<file path="src/include/opl_defs_defs.svh">
`ifndef OPL_DEFS_DEFS_SVH
`define OPL_DEFS_DEFS_SVH

//////////////////////////////////////////////////
// Slot timing
//////////////////////////////////////////////////
`define OPL_NUM_SLOTS 18          // Operator slots per sample.
`define OPL_SLOT_WIDTH 5          // Bits in a slot number.
`define OPL_SAMPLE_PERIOD 32      // Clocks per sample, slots plus 3 at least.

//////////////////////////////////////////////////
// Datapath widths
//////////////////////////////////////////////////
`define OPL_PHASE_ACC_WIDTH 20    // Accumulator, wraps mod 2**20.
`define OPL_PHASE_WIDTH 10        // Top bits of the accumulator.
`define OPL_INC_WIDTH 16          // Per-slot phase increment.
`define OPL_NOISE_WIDTH 23        // Rhythm noise LFSR.

// Rhythm voices in bank 0.
`define OPL_SLOT_HH 13            // Hi-hat.
`define OPL_SLOT_TOM 14           // Tom-tom.
`define OPL_SLOT_SD 16            // Snare drum.
`define OPL_SLOT_TC 17            // Top cymbal.

//////////////////////////////////////////////////
// Register port
//////////////////////////////////////////////////
`define OPL_AXIL_ADDR_WIDTH 8     // Byte address.
`define OPL_AXIL_DATA_WIDTH 32    // One word per register.
`define OPL_AXIL_RESP_OKAY 2'b00  // Only response ever given.
`define OPL_REG_INC_BASE 'h00     // Increment of slot n at base plus 4n.
`define OPL_REG_RHYTHM 'h80       // Bit 0 is the rhythm enable.

`endif

</file>
<file path="src/hdl/opl_pkg.sv">
`default_nettype none

`include "opl_defs_defs.svh"

package opl_pkg;

    //////////////////////////////////////////////////
    // Plain vectors
    //////////////////////////////////////////////////
    typedef logic [`OPL_SLOT_WIDTH-1:0] slot_num_t;         // Slot index.
    typedef logic [`OPL_PHASE_ACC_WIDTH-1:0] phase_acc_t;   // Full accumulator.
    typedef logic [`OPL_PHASE_WIDTH-1:0] phase_t;           // Truncated phase.
    typedef logic [`OPL_INC_WIDTH-1:0] phase_inc_t;         // Added once per sample.

    //////////////////////////////////////////////////
    // Enums
    //////////////////////////////////////////////////
    typedef enum logic [2:0] {
        OP_NORMAL,          // Melodic operator.
        OP_HI_HAT,
        OP_SNARE_DRUM,
        OP_TOM_TOM,         // Rhythm voice, phase untouched.
        OP_TOP_CYMBAL
    } op_type_t;

    typedef enum logic {
        SEQ_ISSUE,          // Slots going out.
        SEQ_IDLE            // Rest of the sample period.
    } seq_state_t;

    //////////////////////////////////////////////////
    // Pipeline records
    //////////////////////////////////////////////////
    typedef struct packed {
        logic       valid;          // Slot present in this stage.
        logic       sample_start;   // Slot 0 of the period.
        slot_num_t  slot_num;
        op_type_t   op_type;
    } slot_t;

    typedef struct packed {
        logic       valid;
        slot_num_t  slot_num;
        phase_t     phase;          // After rhythm rewrite.
    } phase_out_t;

    // Increment table, index is the slot number.
    typedef phase_inc_t [`OPL_NUM_SLOTS-1:0] inc_array_t;

endpackage

`default_nettype wire

</file>
<file path="src/hdl/opl_rhythm_top.sv">
`default_nettype none

`include "opl_defs_defs.svh"

module opl_rhythm_top (
    input  wire                               clk,
    input  wire                               arst_n,
    input  wire  [`OPL_AXIL_ADDR_WIDTH-1:0]   awaddr,
    input  wire                               awvalid,
    output logic                              awready,
    input  wire  [`OPL_AXIL_DATA_WIDTH-1:0]   wdata,
    input  wire  [`OPL_AXIL_DATA_WIDTH/8-1:0] wstrb,
    input  wire                               wvalid,
    output logic                              wready,
    output logic [1:0]                        bresp,
    output logic                              bvalid,
    input  wire                               bready,
    input  wire  [`OPL_AXIL_ADDR_WIDTH-1:0]   araddr,
    input  wire                               arvalid,
    output logic                              arready,
    output logic [`OPL_AXIL_DATA_WIDTH-1:0]   rdata,
    output logic [1:0]                        rresp,
    output logic                              rvalid,
    input  wire                               rready,
    output opl_pkg::phase_out_t               phase_out  // Valid 3 cycles after issue.
);
    import opl_pkg::*;

    inc_array_t inc;        // Register block to accumulator.
    logic       rhythm_en;
    slot_t      slot_p0;    // Issued slot.
    slot_t      slot_p2;
    phase_t     phase_p2;   // Truncated phase.

    phase_regs_axil i_regs (
        .clk, .arst_n,
        .awaddr, .awvalid, .awready,
        .wdata, .wstrb, .wvalid, .wready,
        .bresp, .bvalid, .bready,
        .araddr, .arvalid, .arready,
        .rdata, .rresp, .rvalid, .rready,
        .inc, .rhythm_en
    );

    slot_sequencer i_seq (
        .clk, .arst_n,
        .rhythm_en,
        .slot_p0
    );

    phase_accumulator i_acc (
        .clk, .arst_n,
        .inc,
        .slot_p0,
        .slot_p2,
        .phase_p2
    );

    rhythm_phase i_rhythm (
        .clk, .arst_n,
        .slot_p2,
        .phase_p2,
        .phase_out
    );

endmodule

`default_nettype wire

</file>
<file path="src/hdl/phase_accumulator.sv">
`default_nettype none

`include "opl_defs_defs.svh"

module phase_accumulator (
    input  wire                 clk,
    input  wire                 arst_n,
    input  var  opl_pkg::inc_array_t inc,
    input  var  opl_pkg::slot_t slot_p0,
    output opl_pkg::slot_t      slot_p2,
    output opl_pkg::phase_t     phase_p2
);
    import opl_pkg::*;

    localparam int ACC_W   = `OPL_PHASE_ACC_WIDTH;
    localparam int PHASE_W = `OPL_PHASE_WIDTH;

    phase_acc_t acc_mem [`OPL_NUM_SLOTS];  // One phase per slot.
    slot_t      slot_p1;
    phase_acc_t acc_p1;                    // Stored value of the slot in p1.
    phase_acc_t sum_p1;                    // Advanced value, wraps.

    //////////////////////////////////////////////////
    // Stage p1, read and add
    //////////////////////////////////////////////////
    assign acc_p1 = acc_mem[slot_p1.slot_num];
    assign sum_p1 = acc_p1 + ACC_W'(inc[slot_p1.slot_num]);  // Mod 2**20.

    always_ff @(posedge clk or negedge arst_n) begin
        if (!arst_n) begin
            slot_p1 <= '0;
            for (int i = 0; i < `OPL_NUM_SLOTS; i++) begin
                acc_mem[i] <= '0;                  // All phases start at zero.
            end
        end else begin
            slot_p1 <= slot_p0;
            if (slot_p1.valid) begin
                acc_mem[slot_p1.slot_num] <= sum_p1;  // Write back.
            end
        end
    end

    //////////////////////////////////////////////////
    // Stage p2, truncated phase
    //////////////////////////////////////////////////
    always_ff @(posedge clk or negedge arst_n) begin
        if (!arst_n) begin
            slot_p2  <= '0;
            phase_p2 <= '0;
        end else begin
            slot_p2 <= slot_p1;                    // Carry slot info along.
            if (slot_p1.valid) begin
                phase_p2 <= sum_p1[ACC_W-1 -: PHASE_W];  // Top bits of new value.
            end
        end
    end

endmodule

`default_nettype wire

</file>
<file path="src/hdl/phase_regs_axil.sv">
`default_nettype none

`include "opl_defs_defs.svh"

module phase_regs_axil (
    input  wire                               clk,
    input  wire                               arst_n,
    // Write address.
    input  wire  [`OPL_AXIL_ADDR_WIDTH-1:0]   awaddr,
    input  wire                               awvalid,
    output logic                              awready,
    // Write data.
    input  wire  [`OPL_AXIL_DATA_WIDTH-1:0]   wdata,
    input  wire  [`OPL_AXIL_DATA_WIDTH/8-1:0] wstrb,
    input  wire                               wvalid,
    output logic                              wready,
    // Write response.
    output logic [1:0]                        bresp,
    output logic                              bvalid,
    input  wire                               bready,
    // Read address.
    input  wire  [`OPL_AXIL_ADDR_WIDTH-1:0]   araddr,
    input  wire                               arvalid,
    output logic                              arready,
    // Read data.
    output logic [`OPL_AXIL_DATA_WIDTH-1:0]   rdata,
    output logic [1:0]                        rresp,
    output logic                              rvalid,
    input  wire                               rready,
    // Register contents.
    output opl_pkg::inc_array_t               inc,
    output logic                              rhythm_en
);
    import opl_pkg::*;

    localparam int ADDR_W    = `OPL_AXIL_ADDR_WIDTH;
    localparam int DATA_W    = `OPL_AXIL_DATA_WIDTH;
    localparam int INC_BYTES = `OPL_INC_WIDTH / 8;     // Bytes covered by wstrb.

    logic              wr_start;  // Both halves present, nothing pending.
    logic              wr_fire;   // Write handshake this cycle.
    logic              rd_start;
    logic              rd_fire;   // Read address handshake this cycle.
    logic [DATA_W-1:0] rd_word;   // Decoded read value.

    // Word index compare, low two bits select a byte.
    function automatic logic inc_hit(input logic [ADDR_W-1:0] addr, input int idx);
        return int'(addr[ADDR_W-1:2]) == (`OPL_REG_INC_BASE >> 2) + idx;
    endfunction

    function automatic logic rhythm_hit(input logic [ADDR_W-1:0] addr);
        return int'(addr[ADDR_W-1:2]) == (`OPL_REG_RHYTHM >> 2);
    endfunction

    assign wr_start = awvalid && wvalid && !awready && !bvalid;
    assign wr_fire  = awvalid && awready && wvalid && wready;
    assign rd_start = arvalid && !arready && !rvalid;
    assign rd_fire  = arvalid && arready;
    assign bresp    = `OPL_AXIL_RESP_OKAY;  // Every access answers OKAY.
    assign rresp    = `OPL_AXIL_RESP_OKAY;

    //////////////////////////////////////////////////
    // Write channel
    //////////////////////////////////////////////////
    always_ff @(posedge clk or negedge arst_n) begin
        if (!arst_n) begin
            awready   <= 1'b0;
            wready    <= 1'b0;
            bvalid    <= 1'b0;
            inc       <= '0;
            rhythm_en <= 1'b0;
        end else begin
            awready <= wr_start;            // One-cycle ready pulse.
            wready  <= wr_start;
            if (wr_fire) begin
                bvalid <= 1'b1;             // Held until bready.
                for (int i = 0; i < `OPL_NUM_SLOTS; i++) begin
                    if (inc_hit(awaddr, i)) begin
                        for (int b = 0; b < INC_BYTES; b++) begin
                            if (wstrb[b]) begin
                                inc[i][8*b +: 8] <= wdata[8*b +: 8];
                            end
                        end
                    end
                end
                if (rhythm_hit(awaddr) && wstrb[0]) begin
                    rhythm_en <= wdata[0];
                end
            end else if (bready) begin
                bvalid <= 1'b0;             // Response taken.
            end
        end
    end

    //////////////////////////////////////////////////
    // Read channel
    //////////////////////////////////////////////////
    always_comb begin
        rd_word = '0;                       // Unmapped reads as zero.
        for (int i = 0; i < `OPL_NUM_SLOTS; i++) begin
            if (inc_hit(araddr, i)) begin
                rd_word = DATA_W'(inc[i]);
            end
        end
        if (rhythm_hit(araddr)) begin
            rd_word = DATA_W'(rhythm_en);
        end
    end

    always_ff @(posedge clk or negedge arst_n) begin
        if (!arst_n) begin
            arready <= 1'b0;
            rvalid  <= 1'b0;
        end else begin
            arready <= rd_start;
            if (rd_fire) begin
                rvalid <= 1'b1;             // Data one cycle after address.
            end else if (rready) begin
                rvalid <= 1'b0;
            end
        end
    end

    always_ff @(posedge clk) begin
        if (rd_fire) begin
            rdata <= rd_word;               // Stable while rvalid is held.
        end
    end

endmodule

`default_nettype wire

</file>
<file path="src/hdl/rhythm_phase.sv">
`default_nettype none

`include "opl_defs_defs.svh"

module rhythm_phase (
    input  wire                 clk,
    input  wire                 arst_n,
    input  var  opl_pkg::slot_t slot_p2,
    input  var  opl_pkg::phase_t phase_p2,
    output opl_pkg::phase_out_t phase_out
);
    import opl_pkg::*;

    localparam int NOISE_W = `OPL_NOISE_WIDTH;

    phase_t             hh_friend;        // Last hi-hat phase seen.
    phase_t             tc_friend;        // Last top cymbal phase seen.
    phase_t             hh_phase;         // Current or stored hi-hat phase.
    phase_t             tc_phase;
    logic               rm_bit;           // Ring-modulation bit.
    logic [NOISE_W-1:0] noise;
    logic               noise_fb;         // LFSR feedback.
    phase_t             rhythm_phase_p2;  // Rewritten phase, before register.

    //////////////////////////////////////////////////
    // Friend phases
    //////////////////////////////////////////////////
    always_ff @(posedge clk or negedge arst_n) begin
        if (!arst_n) begin
            hh_friend <= '0;
            tc_friend <= '0;
        end else if (slot_p2.valid) begin
            if (slot_p2.slot_num == slot_num_t'(`OPL_SLOT_HH)) begin
                hh_friend <= phase_p2;    // Hi-hat passing by.
            end
            if (slot_p2.slot_num == slot_num_t'(`OPL_SLOT_TC)) begin
                tc_friend <= phase_p2;    // Top cymbal passing by.
            end
        end
    end

    // The slot's own phase wins over the stored copy.
    always_comb begin
        hh_phase = (slot_p2.op_type == OP_HI_HAT) ? phase_p2 : hh_friend;
        tc_phase = (slot_p2.op_type == OP_TOP_CYMBAL) ? phase_p2 : tc_friend;
        rm_bit   = (hh_phase[2] ^ hh_phase[7])
                 | (hh_phase[3] ^ hh_phase[5])
                 | (tc_phase[3] ^ tc_phase[5]);
    end

    //////////////////////////////////////////////////
    // Noise LFSR
    //////////////////////////////////////////////////
    assign noise_fb = noise[0] ^ noise[14];

    always_ff @(posedge clk or negedge arst_n) begin
        if (!arst_n) begin
            noise <= NOISE_W'(1);         // Nonzero seed.
        end else if (slot_p2.valid && slot_p2.sample_start) begin
            noise <= {noise_fb, noise[NOISE_W-1:1]};  // Once per sample.
        end
    end

    //////////////////////////////////////////////////
    // Phase rewrite
    //////////////////////////////////////////////////
    always_comb begin
        case (slot_p2.op_type)
            OP_HI_HAT: begin
                rhythm_phase_p2 = {rm_bit, (rm_bit ^ noise[0]) ? 9'h0d0 : 9'h034};
            end
            OP_SNARE_DRUM: begin
                rhythm_phase_p2 = {hh_phase[8], hh_phase[8] ^ noise[0], 8'h00};
            end
            OP_TOP_CYMBAL: begin
                rhythm_phase_p2 = {rm_bit, 9'h080};
            end
            default: rhythm_phase_p2 = phase_p2;   // Normal and tom pass.
        endcase
    end

    always_ff @(posedge clk or negedge arst_n) begin
        if (!arst_n) begin
            phase_out <= '0;
        end else begin
            phase_out.valid    <= slot_p2.valid;   // Stage p3.
            phase_out.slot_num <= slot_p2.slot_num;
            phase_out.phase    <= rhythm_phase_p2;
        end
    end

endmodule

`default_nettype wire

</file>
<file path="src/hdl/slot_sequencer.sv">
`default_nettype none

`include "opl_defs_defs.svh"

module slot_sequencer (
    input  wire            clk,
    input  wire            arst_n,
    input  wire            rhythm_en,
    output opl_pkg::slot_t slot_p0
);
    import opl_pkg::*;

    localparam int CNT_W = $clog2(`OPL_SAMPLE_PERIOD);

    logic [CNT_W-1:0] cycle_cnt;     // Position in the sample period.
    logic             period_end;
    seq_state_t       state;
    op_type_t         op_type_next;  // Type of the slot about to issue.

    assign period_end = cycle_cnt == CNT_W'(`OPL_SAMPLE_PERIOD - 1);

    // Rhythm slots only get their special type in rhythm mode.
    always_comb begin
        op_type_next = OP_NORMAL;
        if (rhythm_en) begin
            case (cycle_cnt)
                `OPL_SLOT_HH:  op_type_next = OP_HI_HAT;
                `OPL_SLOT_TOM: op_type_next = OP_TOM_TOM;
                `OPL_SLOT_SD:  op_type_next = OP_SNARE_DRUM;
                `OPL_SLOT_TC:  op_type_next = OP_TOP_CYMBAL;
                default:       op_type_next = OP_NORMAL;
            endcase
        end
    end

    always_ff @(posedge clk or negedge arst_n) begin
        if (!arst_n) begin
            cycle_cnt <= '0;
            state     <= SEQ_ISSUE;
            slot_p0   <= '0;
        end else begin
            cycle_cnt <= period_end ? '0 : cycle_cnt + 1'b1;
            slot_p0   <= '0;                              // Bubble by default.
            case (state)
                SEQ_ISSUE: begin
                    slot_p0.valid        <= 1'b1;
                    slot_p0.sample_start <= cycle_cnt == '0;
                    slot_p0.slot_num     <= slot_num_t'(cycle_cnt);
                    slot_p0.op_type      <= op_type_next;
                    if (cycle_cnt == CNT_W'(`OPL_NUM_SLOTS - 1)) begin
                        state <= SEQ_IDLE;                // Last slot out.
                    end
                end
                SEQ_IDLE: begin
                    if (period_end) begin
                        state <= SEQ_ISSUE;               // Next sample.
                    end
                end
                default: state <= SEQ_IDLE;
            endcase
        end
    end

endmodule

`default_nettype wire

</file>
<file path="config.mk">
export PLATFORM = sky130hd
export DESIGN_NAME = opl_rhythm_top
export DESIGN_NICKNAME = d
export VERILOG_FILES = /design/src/hdl/opl_pkg.sv /design/src/hdl/opl_rhythm_top.sv /design/src/hdl/phase_accumulator.sv /design/src/hdl/phase_regs_axil.sv /design/src/hdl/rhythm_phase.sv /design/src/hdl/slot_sequencer.sv
export VERILOG_INCLUDE_DIRS = /design/src /design/src/include
export SDC_FILE = /design/constraint.sdc
export NUM_CORES = 1
export LEC_CHECK = 0
export ABC_AREA = 1
export BUFFER_PORTS_ARGS = -buffer_cell sky130_fd_sc_hd__buf_4
export CAP_MARGIN = 20
export CELL_PAD_IN_SITES_DETAIL_PLACEMENT = 1
export CELL_PAD_IN_SITES_GLOBAL_PLACEMENT = 2
export CORE_ASPECT_RATIO = 1.4
export CORE_UTILIZATION = 40
export CTS_CLUSTER_DIAMETER = 40
export CTS_CLUSTER_SIZE = 24
export DETAILED_ROUTE_END_ITERATION = 8
export PLACE_DENSITY_LB_ADDON = 0.15
export SETUP_SLACK_MARGIN = 0.4
export SYNTH_ARGS = -nofsm -noshare
export SYNTH_HDL_FRONTEND = slang
export SYNTH_HIERARCHICAL = 1
export SYNTH_SLANG_ARGS = --single-unit
</file>
<file path="constraint.sdc">
create_clock -name clk -period 7.1 [get_ports clk]
set_input_delay 0.355 -clock clk [delete_from_list [all_inputs] [get_ports clk]]
set_output_delay 0.355 -clock clk [all_outputs]
set_load 0.01 [all_outputs]
</file>
# ---- Yosys cells after proc, flatten, opt, wreduce, memory -nomap -nowiden
# Index checks and enable logic that the tools add are counted.
dict set report word_totals {
  reg_bits 785
  in_bits 59
  out_inout_bits 57
  word_cells 247
}
dict set report classes {
  n_addsub 2
  magnitude_cmp 3
  n_eq_ne 46
  mux 42
  bitwise_logic 10
  n_reduce_logical 61
}
# operator count
set ops {}
lappend ops {{360-bit bitwise mux} 1}
lappend ops {{16-bit 2-to-1 mux} 19}
lappend ops {{3-bit AND reduction} 36}
lappend ops {{20-bit binary-select mux with 5-bit select} 1}
lappend ops {{20-bit demux with 5-bit select} 1}
lappend ops {{6-bit by 4-bit == test with 1-bit output, second input constant} 16}
lappend ops {{16-bit binary-select mux with 5-bit select} 1}
lappend ops {{20-bit 2-to-1 mux} 3}
lappend ops {{6-bit by 3-bit == test with 1-bit output, second input constant} 8}
lappend ops {{10-bit case mux with 3 select lines} 1}
lappend ops {{6-bit by 2-bit == test with 1-bit output, second input constant} 4}
lappend ops {{6-bit by 5-bit == test with 1-bit output, second input constant} 4}
lappend ops {{20-bit by 16-bit adder with 20-bit output} 1}
lappend ops {{5-bit == test, second input constant} 4}
lappend ops {{18-bit OR reduction} 1}
lappend ops {{5-bit by 4-bit == test with 1-bit output, second input constant} 3}
lappend ops {{6-bit by 1-bit == test with 1-bit output, second input constant} 2}
lappend ops {{6-bit == test, second input constant} 2}
lappend ops {{1-bit logical AND} 12}
lappend ops {{6-bit zero test} 2}
lappend ops {{3-bit case mux with 4 select lines} 1}
lappend ops {{10-bit 2-to-1 mux} 1}
lappend ops {{9-bit 2-to-1 mux} 1}
lappend ops {{8-bit 2-to-1 mux} 1}
lappend ops {{20 further kinds} 38}

# ---- Longest topological paths before layout
dict set report depth {
  ltp_word 20
  depth_mapped 23
  depth_no_buf 20
}

# ---- By module
# The synthesis kept the hierarchy.
# module instances cells_each area_per_inst_um2
set by_module_without_submodules {}
lappend by_module_without_submodules {phase_accumulator 1 2250 19110.8}
lappend by_module_without_submodules {phase_regs_axil 1 1630 13609.3}
lappend by_module_without_submodules {rhythm_phase 1 203 1843.0}
lappend by_module_without_submodules {slot_sequencer 1 61 644.4}

# ---- Least setup slack after synthesis
# Ideal clock, no wire load.
dict set report synth_path {
  kind {register to register}
  startpoint {register i_acc/slot_p1[4] in the netlist's numbering}
  endpoint {register i_acc/acc_mem[216] in the netlist's numbering}
  setup_ns 0.135
  t_arrival_ns 3.632
  slack_ns 3.332
  path_stages_with_launch 21
  n_path_buf 5
  period_less_slack_ns 3.768
  path_cell_list {dfrtp_1 -> buf_4 -> inv_2 -> nor2_4 -> buf_2 -> clkbuf_1 -> buf_1 -> a22oi_1 -> a21oi_1 -> nor3_1 -> o211ai_1 -> ha_1 -> inv_1 -> fa_1 -> o21ai_0 -> nand4_1 -> nand3_1 -> a21oi_1 -> xor2_2 -> buf_2 -> o21ai_0}
}
dict set report synth_via {
  elab_chain_cells 6
}
# item line_no
set synth_rtl {}
lappend synth_rtl {{from (decl)} phase_accumulator.sv:19} ;# slot_t slot_p1;
lappend synth_rtl {{from (signal assigned)} phase_accumulator.sv:36} ;# slot_p1 <= slot_p0;
lappend synth_rtl {{5-bit NOT with 6-bit output (implied by the code)} {phase_accumulator.sv:26, phase_accumulator.sv:38}}
lappend synth_rtl {{20-bit binary-select mux with 5-bit select (tied with other cells)} phase_accumulator.sv:26} ;# assign acc_p1 = acc_mem[slot_p1.slot_num];
lappend synth_rtl {{20-bit 2-to-1 mux (implied by the code) or 1-bit logical AND (tied branches)} {phase_accumulator.sv:26, phase_accumulator.sv:38}}
lappend synth_rtl {{20-bit 2-to-1 mux, on equally long branches} {phase_accumulator.sv:26, phase_accumulator.sv:38}}
lappend synth_rtl {{20-bit by 16-bit adder with 20-bit output or 20-bit demux with 5-bit select (tied branches)} {phase_accumulator.sv:27, phase_accumulator.sv:38}}
lappend synth_rtl {{360-bit bitwise mux (*)} phase_accumulator.sv:38} ;# acc_mem[slot_p1.slot_num] <= sum_p1;
lappend synth_rtl {{to (signal, indexed assignment)} phase_accumulator.sv:38}
lappend synth_rtl {{to (decl)} phase_accumulator.sv:18} ;# phase_acc_t acc_mem [`OPL_NUM_SLOTS];
# Mark *: on every way between the ends. The rest lies on a longest branch, timed or not. The select of a mux whose other input is x is not followed.
# A chain may end at the register's enable or synchronous reset.

# ---- Worst setup path after layout
dict set report layout_path {
  startpoint {register i_acc/slot_p1[4] in the netlist's numbering}
  endpoint {register i_acc.phase_p2[0]}
}
dict set report layout_via {
  elab_chain_cells 5
}
# item line_no
set layout_rtl {}
lappend layout_rtl {{5-bit NOT with 6-bit output (implied by the code)} phase_accumulator.sv:26}
lappend layout_rtl {{20-bit binary-select mux with 5-bit select} phase_accumulator.sv:26}
lappend layout_rtl {{20-bit 2-to-1 mux (implied by the code) (2 in series)} phase_accumulator.sv:26}
lappend layout_rtl {{20-bit by 16-bit adder with 20-bit output (*)} phase_accumulator.sv:27} ;# assign sum_p1 = acc_p1 + ACC_W'(inc[slot_p1.slot_num]);
lappend layout_rtl {{to (signal assigned)} phase_accumulator.sv:53} ;# phase_p2 <= sum_p1[ACC_W-1 -: PHASE_W];
lappend layout_rtl {{to (decl)} phase_accumulator.sv:11} ;# output opl_pkg::phase_t phase_p2
# Marks and branches as above.

==> metrics <==
Hold Crit Class=in2reg; Seq pwr share=42.1%; Internal=7977 uW; sequential cell area fraction in the yosys report=54.32%; vias per cell=around 5.5; Pleak=approximately 0.018 uW; metal1 wirelength=between 40 and 50 mm; Clock Sinks=761; crit-path max cell delay=approximately 0.59 ns; Die H=around 350 um; Worst EP arrival=around 6.0 ns; Pre-Repair DR Iteration Count=5; Starting Density=approximately two fifths; RSZ-0062 raised after global routing=false; synth-to-layout area growth=16.46%; combinational share of power=2.8%; Worst setup EP type=flip-flop; final worst-path cycle share=between 70% and 80%; adder-cell share of the synthesized area=0.8032%; Core Area=a little under 90000 um^2; CTS tree=done; DRC viols=0; final setup fails=0; commonest cells after routing, fill and taps aside=nand2_1, dfrtp_1, o21ai_0; routed wl met2=roughly 66 mm; nets=4260; Switching Fraction=about a quarter; H-tree levels=3; Synth Area in XOR/XNOR=less than 1%; Fin Setup TNS=0 ns; Clock transition at path regs=~0.060 ns; Initial DRC Count=between 1500 and 2000; Final min period=approximately 5.4 ns; measured slew at the worst slew-check pin=1.123 ns; DRT antenna net count=0; RR Startpoint=i_acc/slot_p1[4]$_DFF_PN0_; routed wire length=between 100 and 150 mm; clk buf depth=3; layout cells sized above 1=between 10% and 20%; top-level port count=116; Compound-Gate Fraction of Synth Area=between 10% and 20%; Overflow after GRT=0; Final Wtd Congestion=0.8604; crit path from=i_acc/slot_p1[4]$_DFF_PN0_; DIE AREA=around 89000 um^2; syn_area_per_cell=8.496 um^2; Hold Startpoint=awaddr[6]; worst path cell trace=inv_2 -> nand2_2 -> inv_6 -> a22oi_1 -> a21oi_1 -> nor3_1 -> o211ai_1 -> ha_1 -> inv_1 -> fa_1 -> o21ai_0 -> buf_4 -> a31oi_1 -> o21ai_0 -> nand2_1 -> nand3_1 -> nand2_1; fmax=around 0.18 GHz; final hold slack=about 0.054 ns; peak supply drop=0.0002044 V; Vias=about 30000; root buffer selected by CTS=clkbuf_16; vias in the first global route=31490; crit-path max FO=45; buffers added on ports=73; die span in x=252.7 um; wire per inst=23.33 um; clk_skew=approximately 0.032 ns; slowest CP cell=a21oi_1; CP required=~7.7 ns; Clock Power Share=55.1%; total CTS buffers=112; PwrDens=about 260 nW/um^2; max cap viols=0; Syn Inst Count=around 4100; DR top layer=met4; Final Hold Vio Count=0; met3 WL=4.238 mm; # rows=around 130; initial antenna violation count=0; net switching power=about 2600 uW; Yosys reg bits=761; mux contribution to synthesized area=0%; Post-Syn Area=35210 um^2; Ys Warns=6; Worst Setup Start Kind=flip-flop; pin count of the biggest net entering global routing=roughly 160; ANT cells=0; first-pass GRT wire length=between 150 and 200 mm; Slew HR=25.07%; Unique masters post-synth=between 40 and 50; Synth Area in Simple Gates=between 20% and 30%; layout filler cell count=about 10000; Slew Limit Fails=0; status=finished, final reports clean; Worst Setup Path Type=reg2reg; Clock Latency Late Sink=a little over 0.7 ns; Total GRT Usage=about 29%; commonest non-fill, non-tap cell in the layout=nand2_1; largest family of logic cells by synthesized area=simple AND/OR/NAND/NOR gates; DP HPWL=roughly 85 mm
[repair_timing]
item	CTS	global route
hold buffers	12	0
buffers inserted	0	0
gates resized for setup	0	0
endpoints found under the hold margin	93	0
[logic make-up after synthesis]
group,count (synthesis)
simple gates,1744
compound gates,1125
flops,761
buf+inv,476
fa+ha+maj,22
xor+xnor,15
other cells,1
[worst paths after layout]
| path | endpoint | slack (ns) | cells after the start |
|---|---|---|---|
| worst max register to register | i_acc/phase_p2[0]$_DFFE_PN0P_ | 1.68 | 17 |
| min in group asynchronous | i_regs/wready$_DFF_PN0_ | 0.27 | 2 |
| worst min-delay path | i_regs/rhythm_en$_DFFE_PN0P_ | 0.05 | 5 |
| worst max-delay path | i_acc/phase_p2[0]$_DFFE_PN0P_ | 1.68 | 17 |
| worst min register to register | i_acc/slot_p1[7]$_DFF_PN0_ | 0.34 | 0 |
| max in group asynchronous | i_regs/inc[264]$_DFFE_PN0P_ | 4.89 | 4 |
[critical path: cells and delay by family, from the launching register on]
| kind | cells | cell delay, ns |
|---|---|---|
| and+or+nand+nor | 5 | 1.35 |
| AOI/OAI and AO/OA | 6 | 1.54 |
| DFF | 1 | 0.56 |
| adders and majority gates | 2 | 0.69 |
| buffers and inverters | 4 | 1.02 |
[cell type report]
class	count	area [um^2]	area share, %
Sequential cell	761	19120	46.64
Multi-Input combinational cell	2926	14240	34.73
Clock buffer	129	2997	7.309
Tap cell	1170	1464	3.570
Timing Repair Buffer	166	1396	3.406
Clock inverter	78	978.4	2.386
Inverter	212	803.3	1.959
[registers in the layout, summed over array words and instances (netlist names)]
name and flops:
i_regs/arready 1, i_rhythm/noise 23, i_seq/slot_p0 10, i_regs/inc 288, i_rhythm/hh_friend 5, i_acc/acc_mem 360, i_regs/rvalid 1, i_regs/bvalid 1
i_regs/rhythm_en 1, i_acc/phase_p2 10, i_rhythm/tc_friend 2, i_rhythm/phase_out 16, i_acc/slot_p2 10, i_seq/cycle_cnt 5, i_acc/slot_p1 10, i_regs/wready 1
i_regs/rdata 16, i_seq/state 1
[synthesized netlist by cell type, drive strengths merged]
cell type | number | area share [%]
o21ai | 627 | 9.0
a22oi | 272 | 5.8
clkbuf | 191 | 2.0
o2111ai | 2 | 0.050
nor4 | 1 | 0.018
o211ai | 28 | 0.60
a21boi | 1 | 0.021
fa | 1 | 0.057
nand2 | 1245 | 13
nor2 | 233 | 2.7
clkinv | 1 | 0.011
o22ai | 16 | 0.28
xnor2 | 9 | 0.22
a21oi | 166 | 2.4
a21o | 1 | 0.021
a22o | 5 | 0.12
dfrtp | 744 | 53
or2 | 23 | 0.41
nand3 | 123 | 1.8
xor2 | 6 | 0.17
a221oi | 3 | 0.075
conb | 1 | 0.011
edfxtp | 16 | 1.4
inv | 211 | 2.2
nor3b | 1 | 0.021
nor3 | 40 | 0.61
dfstp | 1 | 0.075
and3b | 1 | 0.025
a31oi | 4 | 0.071
nand4 | 77 | 1.4
buf | 73 | 1.3
ha | 21 | 0.75
[stage by stage]
| stage | utilization [%] | worst slack, ns | instance area, um^2 | power, uW | std cells |
|---|---|---|---|---|---|
| 2_1_floorplan | - | 3.332 | 35280 | 4620 | 4163 |
| 3_3_place_gp | 42.33 | 1.813 | 36880 | 4799 | 5219 |
| 3_5_place_dp | 42.34 | 1.786 | 36880 | 4803 | 5220 |
| 4_1_cts | 47.04 | 1.748 | 40980 | 10660 | 5439 |
| 5_1_grt | 47.06 | 1.385 | 41000 | 10860 | 5442 |
| 6_report | 47.06 | 1.676 | 41000 | 10530 | 5442 |
[power groups by stage]
stage / Combinational, uW / Sequential [uW] / Clock [uW]
after floorplan: 113 / 4510 / 0
after global placement: 289 / 4510 / 0
after detailed placement: 292 / 4510 / 0
after CTS: 299 / 4430 / 5930
after global routing: 327 / 4440 / 6100
final: 292 / 4440 / 5810
[per-layer routing]
metal	GRT usage (%)	up-vias
li1	-	14020
met1	33.69	15140
met2	52.03	606
met3	3.162	271
met4	14.56	0
met5	0	-
Note: power is estimated with default switching activity, not from simulation.
